===== src/enc_geom_pkg.sv =====
// ********************
// picture geometry defaults for the encoder controller
// the top level takes its MB index widths from here
// ********************
package enc_geom_pkg;

	// MB column index width
	localparam int MB_X_W_DEF = 8;

	// MB row index width
	localparam int MB_Y_W_DEF = 8;

endpackage


===== src/enc_ctrl_pkg.sv =====
// ********************
// encoder pipeline control definitions
// state encoding plus bit positions of the done flags and stage starts
// ********************
package enc_ctrl_pkg;

	// ********************
	// pipeline states
	typedef enum logic [3:0] {
		IDLE  = 4'd0,
		INIT  = 4'd1,
		LOAD  = 4'd2,   // fill, first MB load only
		I_S0  = 4'd3,
		I_S1  = 4'd4,   // intra steady
		I_S2  = 4'd5,
		I_S3  = 4'd6,
		P_S0  = 4'd7,
		P_S1  = 4'd8,
		P_S2  = 4'd9,
		P_S3  = 4'd10,  // inter steady
		P_S4  = 4'd11,
		P_S5  = 4'd12,
		P_S6  = 4'd13,
		P_S7  = 4'd14,
		STORE = 4'd15   // wait for bitstream buffer
	} pipe_state_e;

	// ********************
	// done sources
	localparam int DONE_N = 10;

	typedef enum int {
		DN_LOAD     = 0,
		DN_F_LUMA   = 1,  // luma reference fetch
		DN_F_CHROMA = 2,  // chroma search window fetch
		DN_F_DB     = 3,  // db reference load / recon store
		DN_INTRA    = 4,
		DN_IME      = 5,
		DN_FME      = 6,
		DN_MC       = 7,
		DN_EC       = 8,
		DN_DB       = 9
	} done_idx_e;

	// ********************
	// processing stages
	localparam int STAGE_N = 7;

	typedef enum int {
		ST_LOAD  = 0,
		ST_INTRA = 1,
		ST_IME   = 2,
		ST_FME   = 3,
		ST_MC    = 4,
		ST_EC    = 5,
		ST_DB    = 6
	} stage_idx_e;

endpackage


===== src/done_flag_bank.sv =====
// ********************
// sticky done flags for the MB pipeline
// a rising edge on a done input sets its flag, the MB step clears all flags
// ********************
`timescale 1ns/1ns

module done_flag_bank (
	input  logic                             clk,
	input  logic                             rst_n,
	input  logic [enc_ctrl_pkg::DONE_N-1:0]  done_i,
	input  logic                             mb_done_i,
	output logic [enc_ctrl_pkg::DONE_N-1:0]  flags_o
);

	logic [enc_ctrl_pkg::DONE_N-1:0] done_q;  // previous done level
	logic [enc_ctrl_pkg::DONE_N-1:0] done_rise;
	logic [enc_ctrl_pkg::DONE_N-1:0] flags_kept;

	assign done_rise = done_i & ~done_q;

	// all flags drop together at the end of an MB step
	assign flags_kept = mb_done_i ? '0 : flags_o;

	always_ff @(posedge clk or negedge rst_n) begin
		if (!rst_n) begin
			done_q  <= '0;
			flags_o <= '0;
		end else begin
			done_q  <= done_i;
			flags_o <= flags_kept | done_rise;  // set wins over clear
		end
	end

endmodule


===== src/pipe_fsm.sv =====
// ********************
// frame level pipeline FSM of the encoder
// fill, steady and drain states for intra and inter frames
// gives the MB step and the frame start, frame done and system done status
// ********************
`timescale 1ns/1ns

module pipe_fsm (
	input  logic                             clk,
	input  logic                             rst_n,
	input  logic                             sys_start_i,
	input  logic                             sys_intra_i,
	input  logic                             bs_empty_i,
	input  logic [enc_ctrl_pkg::DONE_N-1:0]  flags_i,
	input  logic                             last_mb_i,
	output enc_ctrl_pkg::pipe_state_e        state_o,
	output logic                             init_o,
	output logic                             mb_done_o,
	output logic                             frame_start_o,
	output logic                             frame_done_o,
	output logic                             sys_done_o
);

	localparam int N = enc_ctrl_pkg::DONE_N;
	localparam logic [N-1:0] ONE = 1;

	// single flag masks
	localparam logic [N-1:0] M_LD  = ONE << enc_ctrl_pkg::DN_LOAD;
	localparam logic [N-1:0] M_FL  = ONE << enc_ctrl_pkg::DN_F_LUMA;
	localparam logic [N-1:0] M_FC  = ONE << enc_ctrl_pkg::DN_F_CHROMA;
	localparam logic [N-1:0] M_FD  = ONE << enc_ctrl_pkg::DN_F_DB;
	localparam logic [N-1:0] M_IN  = ONE << enc_ctrl_pkg::DN_INTRA;
	localparam logic [N-1:0] M_IME = ONE << enc_ctrl_pkg::DN_IME;
	localparam logic [N-1:0] M_FME = ONE << enc_ctrl_pkg::DN_FME;
	localparam logic [N-1:0] M_MC  = ONE << enc_ctrl_pkg::DN_MC;
	localparam logic [N-1:0] M_EC  = ONE << enc_ctrl_pkg::DN_EC;
	localparam logic [N-1:0] M_DB  = ONE << enc_ctrl_pkg::DN_DB;

	// ec, db and the db fetch close every MB
	localparam logic [N-1:0] M_TAIL = M_EC | M_DB | M_FD;
	localparam logic [N-1:0] M_P0   = M_LD | M_IME | M_FL | M_FC;

	enc_ctrl_pkg::pipe_state_e state_q, state_r, state_d, state_adv;
	logic [N-1:0] req;   // flags the current step waits on
	logic         step_st;

	// ********************
	// required flags and the state after a step
	always_comb begin
		req       = '0;
		step_st   = 1'b1;
		state_adv = state_q;
		case (state_q)
			enc_ctrl_pkg::IDLE: begin
				step_st   = 1'b0;
				state_adv = sys_start_i ? enc_ctrl_pkg::INIT : enc_ctrl_pkg::IDLE;
			end
			enc_ctrl_pkg::INIT: begin
				step_st   = 1'b0;
				state_adv = enc_ctrl_pkg::LOAD;
			end
			enc_ctrl_pkg::LOAD: begin
				req       = sys_intra_i ? M_LD : (M_LD | M_FL);
				state_adv = sys_intra_i ? enc_ctrl_pkg::I_S0 : enc_ctrl_pkg::P_S0;
			end
			enc_ctrl_pkg::I_S0: begin
				req       = M_LD | M_IN;
				state_adv = enc_ctrl_pkg::I_S1;
			end
			enc_ctrl_pkg::I_S1: begin
				req       = M_LD | M_IN | M_TAIL;
				state_adv = last_mb_i ? enc_ctrl_pkg::I_S2 : enc_ctrl_pkg::I_S1;
			end
			enc_ctrl_pkg::I_S2: begin
				req       = M_IN | M_TAIL;
				state_adv = enc_ctrl_pkg::I_S3;
			end
			enc_ctrl_pkg::P_S0: begin
				req       = M_P0;
				state_adv = enc_ctrl_pkg::P_S1;
			end
			enc_ctrl_pkg::P_S1: begin
				req       = M_P0 | M_FME;
				state_adv = enc_ctrl_pkg::P_S2;
			end
			enc_ctrl_pkg::P_S2: begin
				req       = M_P0 | M_FME | M_MC;
				state_adv = enc_ctrl_pkg::P_S3;
			end
			enc_ctrl_pkg::P_S3: begin
				req       = M_P0 | M_FME | M_MC | M_TAIL;
				state_adv = last_mb_i ? enc_ctrl_pkg::P_S4 : enc_ctrl_pkg::P_S3;
			end
			enc_ctrl_pkg::P_S4: begin  // load done
				req       = M_IME | M_FME | M_MC | M_TAIL;
				state_adv = enc_ctrl_pkg::P_S5;
			end
			enc_ctrl_pkg::P_S5: begin  // ime done
				req       = M_FME | M_MC | M_TAIL;
				state_adv = enc_ctrl_pkg::P_S6;
			end
			enc_ctrl_pkg::P_S6: begin  // fme done
				req       = M_MC | M_TAIL;
				state_adv = enc_ctrl_pkg::P_S7;
			end
			enc_ctrl_pkg::I_S3, enc_ctrl_pkg::P_S7: begin
				req       = M_TAIL;
				state_adv = enc_ctrl_pkg::STORE;
			end
			enc_ctrl_pkg::STORE: begin
				step_st   = 1'b0;
				state_adv = bs_empty_i ? enc_ctrl_pkg::IDLE : enc_ctrl_pkg::STORE;
			end
			default: begin
				step_st   = 1'b0;
				state_adv = enc_ctrl_pkg::IDLE;
			end
		endcase
	end

	assign mb_done_o = step_st & (&(flags_i | ~req));
	assign state_d   = (step_st && !mb_done_o) ? state_q : state_adv;

	always_ff @(posedge clk or negedge rst_n) begin
		if (!rst_n) begin
			state_q <= enc_ctrl_pkg::IDLE;
			state_r <= enc_ctrl_pkg::IDLE;
		end else begin
			state_q <= state_d;
			state_r <= state_q;
		end
	end

	// ********************
	// frame status
	always_ff @(posedge clk or negedge rst_n) begin
		if (!rst_n) begin
			frame_start_o <= 1'b0;
			frame_done_o  <= 1'b0;
			sys_done_o    <= 1'b1;
		end else begin
			frame_start_o <= (state_r == enc_ctrl_pkg::INIT);  // reference fetch kick
			frame_done_o  <= (state_d == enc_ctrl_pkg::STORE) &&
			                 (state_q != enc_ctrl_pkg::STORE);
			if (sys_start_i)
				sys_done_o <= 1'b0;
			else if (state_q == enc_ctrl_pkg::IDLE && state_r != enc_ctrl_pkg::IDLE)
				sys_done_o <= 1'b1;  // back in idle
		end
	end

	assign state_o = state_q;
	assign init_o  = (state_q == enc_ctrl_pkg::INIT);

endmodule


===== src/stage_start_gen.sv =====
// ********************
// stage start pulses of the MB pipeline
// one cycle start for each stage working in the new state, one cycle after the step
// ********************
`timescale 1ns/1ns

module stage_start_gen (
	input  logic                              clk,
	input  logic                              rst_n,
	input  enc_ctrl_pkg::pipe_state_e         state_i,
	input  logic                              mb_done_i,
	input  logic                              frame_start_i,
	output logic [enc_ctrl_pkg::STAGE_N-1:0]  start_o
);

	localparam int N = enc_ctrl_pkg::STAGE_N;
	localparam logic [N-1:0] ONE = 1;

	localparam logic [N-1:0] S_LD  = ONE << enc_ctrl_pkg::ST_LOAD;
	localparam logic [N-1:0] S_IN  = ONE << enc_ctrl_pkg::ST_INTRA;
	localparam logic [N-1:0] S_IME = ONE << enc_ctrl_pkg::ST_IME;
	localparam logic [N-1:0] S_FME = ONE << enc_ctrl_pkg::ST_FME;
	localparam logic [N-1:0] S_MC  = ONE << enc_ctrl_pkg::ST_MC;
	localparam logic [N-1:0] S_TL  = (ONE << enc_ctrl_pkg::ST_EC) | (ONE << enc_ctrl_pkg::ST_DB);

	logic [N-1:0] working;
	logic         mb_done_r;

	// working stages per state, drain drops one stage per step
	always_comb begin
		case (state_i)
			enc_ctrl_pkg::LOAD: working = S_LD;
			enc_ctrl_pkg::I_S0: working = S_LD | S_IN;
			enc_ctrl_pkg::I_S1: working = S_LD | S_IN | S_TL;
			enc_ctrl_pkg::I_S2: working = S_IN | S_TL;
			enc_ctrl_pkg::I_S3: working = S_TL;
			enc_ctrl_pkg::P_S0: working = S_LD | S_IME;
			enc_ctrl_pkg::P_S1: working = S_LD | S_IME | S_FME;
			enc_ctrl_pkg::P_S2: working = S_LD | S_IME | S_FME | S_MC;
			enc_ctrl_pkg::P_S3: working = S_LD | S_IME | S_FME | S_MC | S_TL;
			enc_ctrl_pkg::P_S4: working = S_IME | S_FME | S_MC | S_TL;
			enc_ctrl_pkg::P_S5: working = S_FME | S_MC | S_TL;
			enc_ctrl_pkg::P_S6: working = S_MC | S_TL;
			enc_ctrl_pkg::P_S7: working = S_TL;
			default:            working = '0;  // idle, init, store
		endcase
	end

	always_ff @(posedge clk or negedge rst_n) begin
		if (!rst_n) begin
			mb_done_r <= 1'b0;
			start_o   <= '0;
		end else begin
			mb_done_r <= mb_done_i;  // state has moved by now
			start_o   <= mb_done_r ? working : '0;
			if (frame_start_i)
				start_o[enc_ctrl_pkg::ST_LOAD] <= working[enc_ctrl_pkg::ST_LOAD];  // first MB
		end
	end

endmodule


===== src/mb_index_pipe.sv =====
// ********************
// MB index pipeline
// raster counter for load, each later stage copies its upstream index on a step
// ********************
`timescale 1ns/1ns

module mb_index_pipe #(
	parameter int X_W = 8,
	parameter int Y_W = 8
) (
	input  logic                             clk,
	input  logic                             rst_n,
	input  logic                             sys_intra_i,
	input  logic [X_W-1:0]                   x_total_i,
	input  logic [Y_W-1:0]                   y_total_i,
	input  logic [enc_ctrl_pkg::DONE_N-1:0]  flags_i,
	input  logic                             mb_done_i,
	input  logic                             frame_init_i,
	output logic [X_W-1:0]                   mb_x_load_o,
	output logic [Y_W-1:0]                   mb_y_load_o,
	output logic [X_W-1:0]                   mb_x_intra_o,
	output logic [Y_W-1:0]                   mb_y_intra_o,
	output logic [X_W-1:0]                   mb_x_ime_o,
	output logic [Y_W-1:0]                   mb_y_ime_o,
	output logic [X_W-1:0]                   mb_x_fme_o,
	output logic [Y_W-1:0]                   mb_y_fme_o,
	output logic [X_W-1:0]                   mb_x_mc_o,
	output logic [Y_W-1:0]                   mb_y_mc_o,
	output logic [X_W-1:0]                   mb_x_ec_o,
	output logic [Y_W-1:0]                   mb_y_ec_o,
	output logic [X_W-1:0]                   mb_x_db_o,
	output logic [Y_W-1:0]                   mb_y_db_o,
	output logic                             last_mb_o
);

	localparam int S = enc_ctrl_pkg::STAGE_N;

	logic [S-1:0][X_W-1:0] x_q, x_src;
	logic [S-1:0][Y_W-1:0] y_q, y_src;
	logic [S-1:0]          step;  // stage finished its MB in this step

	assign step[enc_ctrl_pkg::ST_LOAD]  = mb_done_i & flags_i[enc_ctrl_pkg::DN_LOAD];
	assign step[enc_ctrl_pkg::ST_INTRA] = mb_done_i & flags_i[enc_ctrl_pkg::DN_INTRA];
	assign step[enc_ctrl_pkg::ST_IME]   = mb_done_i & flags_i[enc_ctrl_pkg::DN_IME];
	assign step[enc_ctrl_pkg::ST_FME]   = mb_done_i & flags_i[enc_ctrl_pkg::DN_FME];
	assign step[enc_ctrl_pkg::ST_MC]    = mb_done_i & flags_i[enc_ctrl_pkg::DN_MC];
	assign step[enc_ctrl_pkg::ST_EC]    = mb_done_i & flags_i[enc_ctrl_pkg::DN_EC];
	assign step[enc_ctrl_pkg::ST_DB]    = mb_done_i & flags_i[enc_ctrl_pkg::DN_DB];

	always_comb begin
		x_src = x_q;
		y_src = y_q;
		// raster order, x fastest
		if (x_q[enc_ctrl_pkg::ST_LOAD] == x_total_i) begin
			x_src[enc_ctrl_pkg::ST_LOAD] = '0;
			if (y_q[enc_ctrl_pkg::ST_LOAD] == y_total_i)
				y_src[enc_ctrl_pkg::ST_LOAD] = '0;
			else
				y_src[enc_ctrl_pkg::ST_LOAD] = y_q[enc_ctrl_pkg::ST_LOAD] + 1'b1;
		end else begin
			x_src[enc_ctrl_pkg::ST_LOAD] = x_q[enc_ctrl_pkg::ST_LOAD] + 1'b1;
		end
		x_src[enc_ctrl_pkg::ST_INTRA] = x_q[enc_ctrl_pkg::ST_LOAD];
		y_src[enc_ctrl_pkg::ST_INTRA] = y_q[enc_ctrl_pkg::ST_LOAD];
		x_src[enc_ctrl_pkg::ST_IME]   = x_q[enc_ctrl_pkg::ST_LOAD];
		y_src[enc_ctrl_pkg::ST_IME]   = y_q[enc_ctrl_pkg::ST_LOAD];
		x_src[enc_ctrl_pkg::ST_FME]   = x_q[enc_ctrl_pkg::ST_IME];
		y_src[enc_ctrl_pkg::ST_FME]   = y_q[enc_ctrl_pkg::ST_IME];
		x_src[enc_ctrl_pkg::ST_MC]    = x_q[enc_ctrl_pkg::ST_FME];
		y_src[enc_ctrl_pkg::ST_MC]    = y_q[enc_ctrl_pkg::ST_FME];
		// ec and db follow intra or mc by frame type
		x_src[enc_ctrl_pkg::ST_EC] = sys_intra_i ? x_q[enc_ctrl_pkg::ST_INTRA]
		                                         : x_q[enc_ctrl_pkg::ST_MC];
		y_src[enc_ctrl_pkg::ST_EC] = sys_intra_i ? y_q[enc_ctrl_pkg::ST_INTRA]
		                                         : y_q[enc_ctrl_pkg::ST_MC];
		x_src[enc_ctrl_pkg::ST_DB] = x_src[enc_ctrl_pkg::ST_EC];
		y_src[enc_ctrl_pkg::ST_DB] = y_src[enc_ctrl_pkg::ST_EC];
	end

	always_ff @(posedge clk or negedge rst_n) begin
		if (!rst_n) begin
			x_q <= '0;
			y_q <= '0;
		end else if (frame_init_i) begin
			x_q <= '0;
			y_q <= '0;
		end else begin
			for (int s = 0; s < S; s++) begin
				if (step[s]) begin
					x_q[s] <= x_src[s];
					y_q[s] <= y_src[s];
				end
			end
		end
	end

	assign last_mb_o = (x_q[enc_ctrl_pkg::ST_LOAD] == x_total_i) &&
	                   (y_q[enc_ctrl_pkg::ST_LOAD] == y_total_i);

	assign mb_x_load_o  = x_q[enc_ctrl_pkg::ST_LOAD];
	assign mb_y_load_o  = y_q[enc_ctrl_pkg::ST_LOAD];
	assign mb_x_intra_o = x_q[enc_ctrl_pkg::ST_INTRA];
	assign mb_y_intra_o = y_q[enc_ctrl_pkg::ST_INTRA];
	assign mb_x_ime_o   = x_q[enc_ctrl_pkg::ST_IME];
	assign mb_y_ime_o   = y_q[enc_ctrl_pkg::ST_IME];
	assign mb_x_fme_o   = x_q[enc_ctrl_pkg::ST_FME];
	assign mb_y_fme_o   = y_q[enc_ctrl_pkg::ST_FME];
	assign mb_x_mc_o    = x_q[enc_ctrl_pkg::ST_MC];
	assign mb_y_mc_o    = y_q[enc_ctrl_pkg::ST_MC];
	assign mb_x_ec_o    = x_q[enc_ctrl_pkg::ST_EC];
	assign mb_y_ec_o    = y_q[enc_ctrl_pkg::ST_EC];
	assign mb_x_db_o    = x_q[enc_ctrl_pkg::ST_DB];
	assign mb_y_db_o    = y_q[enc_ctrl_pkg::ST_DB];

endmodule


===== src/enc_top_ctrl.sv =====
// ********************
// top controller of the MB encoder
// sequences load, intra, ime, fme, mc, ec and db over one frame per sys_start_i
// ********************
`timescale 1ns/1ns

module enc_top_ctrl #(
	parameter int X_W = enc_geom_pkg::MB_X_W_DEF,
	parameter int Y_W = enc_geom_pkg::MB_Y_W_DEF
) (
	input  logic           clk,
	input  logic           rst_n,
	// system
	input  logic           sys_start_i,
	input  logic           sys_intra_i,
	input  logic [X_W-1:0] sys_x_total_i,  // last MB column
	input  logic [Y_W-1:0] sys_y_total_i,  // last MB row
	output logic           sys_done_o,
	output logic           frame_start_o,
	output logic           frame_done_o,
	input  logic           bs_empty_i,
	// stage done pulses
	input  logic           load_done_i,
	input  logic           fetch_luma_done_i,
	input  logic           fetch_chroma_done_i,
	input  logic           fetch_db_done_i,
	input  logic           intra_done_i,
	input  logic           ime_done_i,
	input  logic           fme_done_i,
	input  logic           mc_done_i,
	input  logic           ec_done_i,
	input  logic           db_done_i,
	// stage starts
	output logic           load_start_o,
	output logic           intra_start_o,
	output logic           ime_start_o,
	output logic           fme_start_o,
	output logic           mc_start_o,
	output logic           ec_start_o,
	output logic           db_start_o,
	// MB index per stage
	output logic [X_W-1:0] mb_x_load_o,
	output logic [Y_W-1:0] mb_y_load_o,
	output logic [X_W-1:0] mb_x_intra_o,
	output logic [Y_W-1:0] mb_y_intra_o,
	output logic [X_W-1:0] mb_x_ime_o,
	output logic [Y_W-1:0] mb_y_ime_o,
	output logic [X_W-1:0] mb_x_fme_o,
	output logic [Y_W-1:0] mb_y_fme_o,
	output logic [X_W-1:0] mb_x_mc_o,
	output logic [Y_W-1:0] mb_y_mc_o,
	output logic [X_W-1:0] mb_x_ec_o,
	output logic [Y_W-1:0] mb_y_ec_o,
	output logic [X_W-1:0] mb_x_db_o,
	output logic [Y_W-1:0] mb_y_db_o
);

	logic [enc_ctrl_pkg::DONE_N-1:0]  done_vec, flags;
	logic [enc_ctrl_pkg::STAGE_N-1:0] start_vec;
	enc_ctrl_pkg::pipe_state_e        state;
	logic                             mb_done, last_mb, frame_init;

	assign done_vec[enc_ctrl_pkg::DN_LOAD]     = load_done_i;
	assign done_vec[enc_ctrl_pkg::DN_F_LUMA]   = fetch_luma_done_i;
	assign done_vec[enc_ctrl_pkg::DN_F_CHROMA] = fetch_chroma_done_i;
	assign done_vec[enc_ctrl_pkg::DN_F_DB]     = fetch_db_done_i;
	assign done_vec[enc_ctrl_pkg::DN_INTRA]    = intra_done_i;
	assign done_vec[enc_ctrl_pkg::DN_IME]      = ime_done_i;
	assign done_vec[enc_ctrl_pkg::DN_FME]      = fme_done_i;
	assign done_vec[enc_ctrl_pkg::DN_MC]       = mc_done_i;
	assign done_vec[enc_ctrl_pkg::DN_EC]       = ec_done_i;
	assign done_vec[enc_ctrl_pkg::DN_DB]       = db_done_i;

	assign load_start_o  = start_vec[enc_ctrl_pkg::ST_LOAD];
	assign intra_start_o = start_vec[enc_ctrl_pkg::ST_INTRA];
	assign ime_start_o   = start_vec[enc_ctrl_pkg::ST_IME];
	assign fme_start_o   = start_vec[enc_ctrl_pkg::ST_FME];
	assign mc_start_o    = start_vec[enc_ctrl_pkg::ST_MC];
	assign ec_start_o    = start_vec[enc_ctrl_pkg::ST_EC];
	assign db_start_o    = start_vec[enc_ctrl_pkg::ST_DB];

	done_flag_bank i_done_flag_bank (
		.clk       (clk),
		.rst_n     (rst_n),
		.done_i    (done_vec),
		.mb_done_i (mb_done),
		.flags_o   (flags)
	);

	pipe_fsm i_pipe_fsm (
		.clk           (clk),
		.rst_n         (rst_n),
		.sys_start_i   (sys_start_i),
		.sys_intra_i   (sys_intra_i),
		.bs_empty_i    (bs_empty_i),
		.flags_i       (flags),
		.last_mb_i     (last_mb),
		.state_o       (state),
		.init_o        (frame_init),
		.mb_done_o     (mb_done),
		.frame_start_o (frame_start_o),
		.frame_done_o  (frame_done_o),
		.sys_done_o    (sys_done_o)
	);

	stage_start_gen i_stage_start_gen (
		.clk           (clk),
		.rst_n         (rst_n),
		.state_i       (state),
		.mb_done_i     (mb_done),
		.frame_start_i (frame_start_o),
		.start_o       (start_vec)
	);

	mb_index_pipe #(
		.X_W (X_W),
		.Y_W (Y_W)
	) i_mb_index_pipe (
		.clk          (clk),
		.rst_n        (rst_n),
		.sys_intra_i  (sys_intra_i),
		.x_total_i    (sys_x_total_i),
		.y_total_i    (sys_y_total_i),
		.flags_i      (flags),
		.mb_done_i    (mb_done),
		.frame_init_i (frame_init),
		.mb_x_load_o  (mb_x_load_o),
		.mb_y_load_o  (mb_y_load_o),
		.mb_x_intra_o (mb_x_intra_o),
		.mb_y_intra_o (mb_y_intra_o),
		.mb_x_ime_o   (mb_x_ime_o),
		.mb_y_ime_o   (mb_y_ime_o),
		.mb_x_fme_o   (mb_x_fme_o),
		.mb_y_fme_o   (mb_y_fme_o),
		.mb_x_mc_o    (mb_x_mc_o),
		.mb_y_mc_o    (mb_y_mc_o),
		.mb_x_ec_o    (mb_x_ec_o),
		.mb_y_ec_o    (mb_y_ec_o),
		.mb_x_db_o    (mb_x_db_o),
		.mb_y_db_o    (mb_y_db_o),
		.last_mb_o    (last_mb)
	);

endmodule


===== config.mk =====
export PLATFORM = sky130hd
export DESIGN_NAME = enc_top_ctrl
export DESIGN_NICKNAME = d
export VERILOG_FILES = /design/src/enc_geom_pkg.sv /design/src/enc_ctrl_pkg.sv /design/src/done_flag_bank.sv /design/src/pipe_fsm.sv /design/src/stage_start_gen.sv /design/src/mb_index_pipe.sv /design/src/enc_top_ctrl.sv
export SDC_FILE = /design/constraint.sdc
export NUM_CORES = 1
export LEC_CHECK = 0
export ABC_AREA = 1
export BUFFER_PORTS_ARGS = -buffer_cell sky130_fd_sc_hd__buf_2
export CAP_MARGIN = 20
export CORE_MARGIN = 4
export CORE_UTILIZATION = 45
export CTS_CLUSTER_DIAMETER = 120
export DETAILED_ROUTE_END_ITERATION = 12
export HOLD_SLACK_MARGIN = 0.1
export PLACE_DENSITY_LB_ADDON = 0.12
export REMOVE_ABC_BUFFERS = 1
export SLEW_MARGIN = 20
export SYNTH_ARGS = -nofsm -noshare
export SYNTH_HDL_FRONTEND = slang
export SYNTH_SLANG_ARGS = --single-unit

===== constraint.sdc =====
create_clock -name clk -period 4.8 [get_ports clk]
set_clock_uncertainty 0.15 [all_clocks]
set_input_delay 0.72 -clock clk [delete_from_list [all_inputs] [get_ports clk]]
set_output_delay 0.72 -clock clk [all_outputs]
set_load 0.01 [all_outputs]

After elaboration in Yosys (flattened, before gate mapping)
Memories as Yosys holds them, arrays and structs flattened.
Index checks and enable logic that the tools add are counted.
Storage, ports and cells
  bits in registers: 151
  bits in latches: 0
  memory bits (writable): 0
  bits in read-only memories: 112
  bits of input ports: 31
  output and inout bits: 122
  logic and storage cells: 115
  memories kept: 1
Memories
  (no name shown): words 16, bits a word 7, read ports 1, clocked after memory_dff 0, write ports 0, RTL line stage_start_gen.sv:31  | case (state_i)
Cells by class
  add/subtract/negate cells: 2
  multipliers: 0
  div/mod/pow operators: 0
  $lt $le $gt $ge: 0
  equal/unequal tests: 20
  shift operators: 0
  multiplexer cells: 36
  bitwise operators: 13
  reductions and logical operators: 20
Operator list (number)
  2-to-1 mux 8 bit: 19
  one-hot mux 10 bit (12 select lines): 1
  2-to-1 mux 56 bit: 2
  one-hot mux 4 bit (15 select lines): 1
  == test 4 bit (second input constant): 9
  NOT 10 bit: 2
  OR 10 bit: 2
  nonzero test 2 bit: 9
  adder 8 x 1 -> 8 bit (second input constant): 2
  == test 4 x 3 -> 1 bit (second input constant): 4
  == test 8 bit: 2
  AND 10 bit: 1
  2-to-1 mux 10 bit: 1
  AND reduction 10 bit: 1
  AND 1 bit: 8
  == test 4 x 1 -> 1 bit (second input constant): 2
  == test 4 x 2 -> 1 bit (second input constant): 2
  2-to-1 mux 4 bit: 2
  2-to-1 mux 1 bit: 7
  2-to-1 mux 7 bit: 1
  logical AND 1 bit: 4
  logical NOT 4 bit: 1
  != test 4 bit (second input constant): 1
  nonzero test 4 bit: 1
  6 further kinds: 6

Longest topological paths before layout
  depth after elaboration: 12
  gate-level depth with buffers: 18
  gate-level depth less buffers: 16

Modules after synthesis
From an unflattened synthesis, not the netlist that was laid out.
Second synthesis, totals
  cells, all modules: 797
  area total of the unflattened synthesis: 6877.8 um2
By module, submodules not included
  mb_index_pipe: times used 1, cells an instance 593, area each 5104.9 um2, seq. area each 2802.7 um2
  pipe_fsm: times used 1, cells an instance 106, area each 749.5 um2, seq. area each 276.5 um2
  done_flag_bank: times used 1, cells an instance 61, area each 654.4 um2, seq. area each 500.5 um2
  stage_start_gen: times used 1, cells an instance 37, area each 369.1 um2, seq. area each 175.2 um2

Worst setup path after synthesis
No wires, ideal clock.
  path kind: register to register
  start: register i_pipe_fsm.state_q[1], in the netlist i_pipe_fsm.state_o[1]
  end: register i_mb_index_pipe.x_q, in the netlist i_mb_index_pipe.mb_x_fme_o[4]
  library setup time: 118 ps
  arrival time: 2092 ps
  required time: 4532 ps
  path slack: 2440 ps
  stages on the path, launching flop included: 18
  path buffers: 1
  period minus slack after synthesis: 2360 ps
  cell sequence: dfrtp_1 > inv_1 > ha_1 > nor2_1 > inv_1 > nand2_1 > nand2_1 > nand2_1 > nand2_1 > nor2_2 > nand3_4 > inv_6 > nand2_4 > nor2_8 > inv_4 > buf_6 > nand3_1 > nand2_1
On the way
  word-level cells in the longest chain between the ends: 9
  elaborated cells on any way between the ends: 27
  classes of those cells: eq/ne (15); mux (3); bitwise (4); reduce/logical (5)
RTL lines
  start, declared: RTL line pipe_fsm.sv:43  | enc_ctrl_pkg::pipe_state_e state_q, state_r, state_d, state_adv;
  start signal, assigned: RTL line pipe_fsm.sv:126  | state_q <= enc_ctrl_pkg::IDLE;
  start signal, assigned: RTL line pipe_fsm.sv:129  | state_q <= state_d;
  == test 4 x 3 -> 1 bit / == test 4 bit (equally long branches): RTL line pipe_fsm.sv:53  | case (state_q)
  OR reduction 2 bit: RTL line pipe_fsm.sv:53
  one-hot mux 10 bit (12 select lines): RTL line pipe_fsm.sv:53
  NOT 10 bit: RTL line pipe_fsm.sv:121  | assign mb_done_o = step_st & (&(flags_i | ~req));
  OR 10 bit: RTL line pipe_fsm.sv:121
  AND reduction 10 bit: RTL line pipe_fsm.sv:121
  AND 1 bit: RTL line pipe_fsm.sv:121
  AND 1 bit: RTL line mb_index_pipe.sv:45  | assign step[enc_ctrl_pkg::ST_FME] = mb_done_i & flags_i[enc_ctrl_pkg::DN_FME];
  nonzero test 2 bit (no source line)
  end signal, assigned by index: RTL line mb_index_pipe.sv:90  | x_q[s] <= x_src[s];
  end, declared: RTL line mb_index_pipe.sv:38  | logic [S-1:0][X_W-1:0] x_q, x_src;
Several ways; a longest one is shown, not always the timed one.
A chain may end at the register's enable or synchronous reset.

Worst setup path after layout
  start: register i_pipe_fsm.state_q[1], in the netlist i_pipe_fsm.state_o[1]
  end: register i_mb_index_pipe.y_q, in the netlist i_mb_index_pipe.mb_y_db_o[7]
On the way
  word-level cells in the longest chain between the ends: 9
  elaborated cells on any way between the ends: 27
  classes of those cells: eq/ne (15); mux (3); bitwise (4); reduce/logical (5)
RTL lines
  == test 4 x 3 -> 1 bit / == test 4 bit (equally long branches): RTL line pipe_fsm.sv:53
  OR reduction 2 bit: RTL line pipe_fsm.sv:53
  one-hot mux 10 bit (12 select lines): RTL line pipe_fsm.sv:53
  NOT 10 bit: RTL line pipe_fsm.sv:121
  OR 10 bit: RTL line pipe_fsm.sv:121
  AND reduction 10 bit: RTL line pipe_fsm.sv:121
  AND 1 bit: RTL line pipe_fsm.sv:121
  AND 1 bit: RTL line mb_index_pipe.sv:48  | assign step[enc_ctrl_pkg::ST_DB] = mb_done_i & flags_i[enc_ctrl_pkg::DN_DB];
  nonzero test 2 bit (no source line)
  end signal, assigned by index: RTL line mb_index_pipe.sv:91  | y_q[s] <= y_src[s];
  end, declared: RTL line mb_index_pipe.sv:39  | logic [S-1:0][Y_W-1:0] y_q, y_src;
Several ways; a longest one is shown, not always the timed one.

==> results.md <==
STA:
- The worst path in the final design needs a cycle of about 3000 ps, including I/O delays and setup.
- Setup repair after global routing left no endpoint under its margin.
- Based on the critical path, the design can be clocked at up to 336 MHz.
- The slew at the pin closest to its max-slew limit is 917 ps.
- Setup violations remaining at the end of the flow were counted as 0.
- Across all hold checks on the routed design, the worst slack comes to 252 ps.
- The max-slew violation total from the final report was 0.
- The headroom to the max-slew limit is 38.9%.
- The count of final hold-check violations was 0.
- The final critical path takes up 62.0% of the cycle.
- The setup TNS is 0 ps.

Placed design:
- The final weighted congestion of routability-driven global placement is 0.913.
- The number of placed instances, taps included, is between 1000 and 1500.
- The count of buffers from port buffering is about 150.
- Detailed placement ended at an HPWL of 13.0 mm.

Global route:
- The number of global-route vias before repair was ~5400.
- The overall global routing resource usage is 21.0%.
- The first-pass GRT wire length is between 20 and 30 mm.
- The total overflow left after global routing is 0.
- Entering global routing, the biggest net connects 117 pins.
- The number of antenna violations at the first check in global routing was 0.

Finish:
- The filler cells instantiated in the layout total 1365.
- The footprint of the flip-flops and latches is 3750 um^2.
- The share of final-layout standard cells stronger than drive strength 1 is a little under a quarter.
- In the final layout, the registers with the most flip-flops are i_done_flag_bank.done_q x10, i_done_flag_bank.flags_o x10.
- The number of non-filler instances in the completed layout is 1106.
- The area added between synthesis and finish is 20.8%.
- For this run, the post-layout net count is 947.
- The number of antenna diodes in the final layout is 0.
- The area of the multi-input gates is 2640 um^2.

Job:
- The number of maximum-capacitance violations is 0.

Clock network:
- The clock latency on the worst-skew pair is roughly 410 ps.
- In this run the deepest clock path goes through 2 buffers.
- The CTS clock-pin slew for the worst setup and hold paths is ~60 ps.
- The number of clock sinks is 150.
- The H-tree depth is 4.
- TritonCTS built the clock tree.
- Once the clock tree was built, the setup fixing pass inserted 0 buffers.
- The clock tree root driver cell is clkbuf_16.
- The post-cts gate resize count is 0.
- The count of hold-fix buffers inserted at cts is 0.
- The TritonCTS buffer count is 17.

Yosys:
- The cell count after synthesis is 778.
- The count of flip-flops with a built-in enable after synthesis is 0.
- The count of warnings emitted by yosys is 0.
- The sequential cell area fraction in the yosys report is 54.8%.
- The netlist area before placement is 6850 um^2.
- After synthesis the netlist holds a flip-flop and latch count of 150.
- The number of distinct standard cells referenced by the synthesized netlist is between 40 and 50.
- The primary flip-flop cell chosen by synthesis mapping is dfrtp_1.
- After synthesis, the share of flip-flops with an asynchronous set or reset is 100%.
- The per-instance average area after synthesis is 8.80 um^2.

Worst setup path:
- The cell with the largest stage delay on the worst path is dfrtp_1.
- By instance count, the cell type seen most on the critical path is nand2_1.
- For this run, the slowest stage of the critical path takes 450 ps.
- The data required time at the worst endpoint is 4920 ps.
- STA classifies the critical path startpoint as a flip-flop.
- The worst setup path is captured at a flip-flop.
- Tracing the worst setup path back leads to its startpoint at i_pipe_fsm.state_o[1].
- Data arrives at the worst endpoint at 3090 ps.
- The critical path goes through inv_1 -> ha_1 -> nor2_1 -> inv_1 -> nand2_1 -> nand3_1 -> nand2_1 -> nand2_1 -> nor2_4 -> nand3_4 -> inv_6 -> nand3_2 -> nand3_1 -> o21ai_0.
- The critical path is of the reg2reg type.
- The startpoint of the lowest-slack register-to-register path is i_pipe_fsm.state_o[1].
- The largest fanout on the critical path is 32.

Run status:
- The run finished with clean final reports.

Floorplanning:
- The area enclosed by the die boundary is 17300 um^2.
- After floorplanning, the core was sized to cover 14700 um^2.
- The initial cell density of the core is 46.6%.
- The die is roughly 130 um tall.
- The horizontal die dimension is 131 um.
- The number of placement rows is 44.
- The I/O pin count is 153.

Power and ir drop:
- The power density of the placed cells is around 700 nW/um^2.
- For this design the static power due to leakage is around 4.4 nW.
- The highest ir drop seen on vdd is 0.385 mV.

Routing:
- The detailed-route via count is between 5000 and 6000.
- The routed length per placed instance is 16.1 um.
- In this run the remaining antenna-violating nets after routing total 0.
- The via-per-instance ratio is 5.17.
- The first detailed-routing pass took 5 iterations.
- After detailed routing, the number of remaining DRC violations is 0.
- In this run, the number of DRC markers left after iteration 0 of detailed routing was slightly above 400.
- The final wirelength is between 15 and 20 mm.

Min path:
- The type of the tightest min-delay check is in2async.
==> power by group <==
group,switching (W),internal [W],total (W)
Clock,0.000493,0.000874,0.00137
Sequential,0.000327,0.00162,0.00194
Combinational,0.00173,0.000729,0.00246
==> through the flow <==
stage | total power [W] | utilization (%) | area (um^2) | setup slack, ps
2_1_floorplan | 0.00354 | - | 6640 | 920
3_3_place_gp | 0.00438 | 52.1 | 7660 | 1830
3_5_place_dp | 0.00443 | 52.1 | 7660 | 1790
4_1_cts | 0.00582 | 56.3 | 8270 | 1840
5_1_grt | 0.00623 | 56.3 | 8280 | 1410
6_report | 0.00577 | 56.3 | 8280 | 1820
==> critical path, delay by kind of cell, from the launching register on <==
kind / cells / cell delay, ps
flops: 1 / 450
simple gates: 9 / 1490
buf+inv: 3 / 340
fa+ha+maj: 1 / 270
compound gates: 1 / 110
==> Yosys cell counts, drive strengths merged, types with 2 or more instances <==
master | instances | area (um^2)
nor3 | 5 | 25.0
nand4 | 3 | 25.0
ha | 7 | 87.6
nor2 | 44 | 204
o22ai | 6 | 37.5
a31oi | 2 | 12.5
inv | 63 | 246
xor2 | 20 | 175
o21ai | 111 | 556
buf | 26 | 150
clkbuf | 17 | 63.8
dfrtp | 149 | 3730
or2 | 4 | 25.0
mux2 | 2 | 22.5
nand3 | 116 | 631
xnor2 | 2 | 17.5
nand2 | 177 | 679
a21oi | 15 | 75.1
==> area by class of cell <==
class                           instances  share of cell area, %
Clock buffer                           25                   5.99
Inverter                               63                   2.98
Multi-Input combinational cell        522                   31.9
Sequential cell                       150                   45.4
Tap cell                              184                   2.78
Timing Repair Buffer                  155                   9.57
Clock inverter                          7                   1.41
==> routing by layer <==
| layer | track usage [%] | vias up | part of all wire (%) |
|---|---|---|---|
| met4 | 6.36 | 0 | 1.2 |
| met1 | 32.2 | 2676 | 50 |
| li1 | - | 2823 | - |
| met5 | 0 | - | 0 |
| met3 | 4.36 | 16 | 5.7 |
| met2 | 29.9 | 201 | 43 |
==> path summary, 6_finish.rpt <==
| check | to | slack, ps | depth (start not counted) |
|---|---|---|---|
| setup / recovery | i_mb_index_pipe.mb_y_db_o[7] | 1820 | 14 |
| hold / removal | i_done_flag_bank.done_q[0] | 250 | 1 |
| setup reg to reg | i_mb_index_pipe.mb_y_db_o[7] | 1820 | 14 |
| hold reg to reg | i_done_flag_bank.flags_o[8] | 270 | 1 |
| max in group asynchronous | i_mb_index_pipe.mb_x_fme_o[3] | 3160 | 2 |
| min in group clk | i_done_flag_bank.flags_o[8] | 270 | 1 |
==> cell families (layout without fill, tap and decap cells) <==
| kind of cell | count (synthesis) | after routing | synth area share, % |
|---|---|---|---|
| AND/OR/NAND/NOR | 353 | 353 | 23.6 |
| XOR/XNOR | 22 | 22 | 2.81 |
| multiplexers | 2 | 2 | 0.329 |
| flip-flops | 150 | 150 | 54.8 |
| buffers and inverters | 106 | 250 | 6.72 |
| adder cells (fa/ha/maj) | 7 | 7 | 1.28 |
| AO/OA/AOI/OAI | 138 | 138 | 10.4 |
==> cells in the final DEF, fill, tap and decap left out, types with 2 or more instances in the layout <==
cell type | netlist | final
nand2_1 | 173 | 172
buf_2 | 12 | 151
dfrtp_1 | 149 | 149
nand3_1 | 109 | 109
o21ai_0 | 97 | 97
inv_1 | 57 | 57
nor2_1 | 38 | 38
xor2_1 | 20 | 20
clkbuf_16 | 0 | 17
a21oi_1 | 15 | 15
o21ai_1 | 14 | 14
ha_1 | 7 | 7
o22ai_1 | 6 | 6
nand3_2 | 5 | 5
nor3_1 | 5 | 5
clkbuf_8 | 0 | 5
clkbuf_1 | 17 | 4
inv_2 | 3 | 3
nand2_2 | 3 | 3
nor2_2 | 3 | 3
or2_2 | 3 | 3
bufinv_16 | 0 | 3
buf_4 | 2 | 3
inv_4 | 2 | 2
nor2_4 | 2 | 2
nand3_4 | 2 | 2
nand2_4 | 1 | 2
nand4_1 | 2 | 2
inv_6 | 1 | 2
mux2_2 | 2 | 2
xnor2_1 | 2 | 2
a31oi_1 | 2 | 2
clkinv_2 | 0 | 2
(Power assumes the default switching activity.)
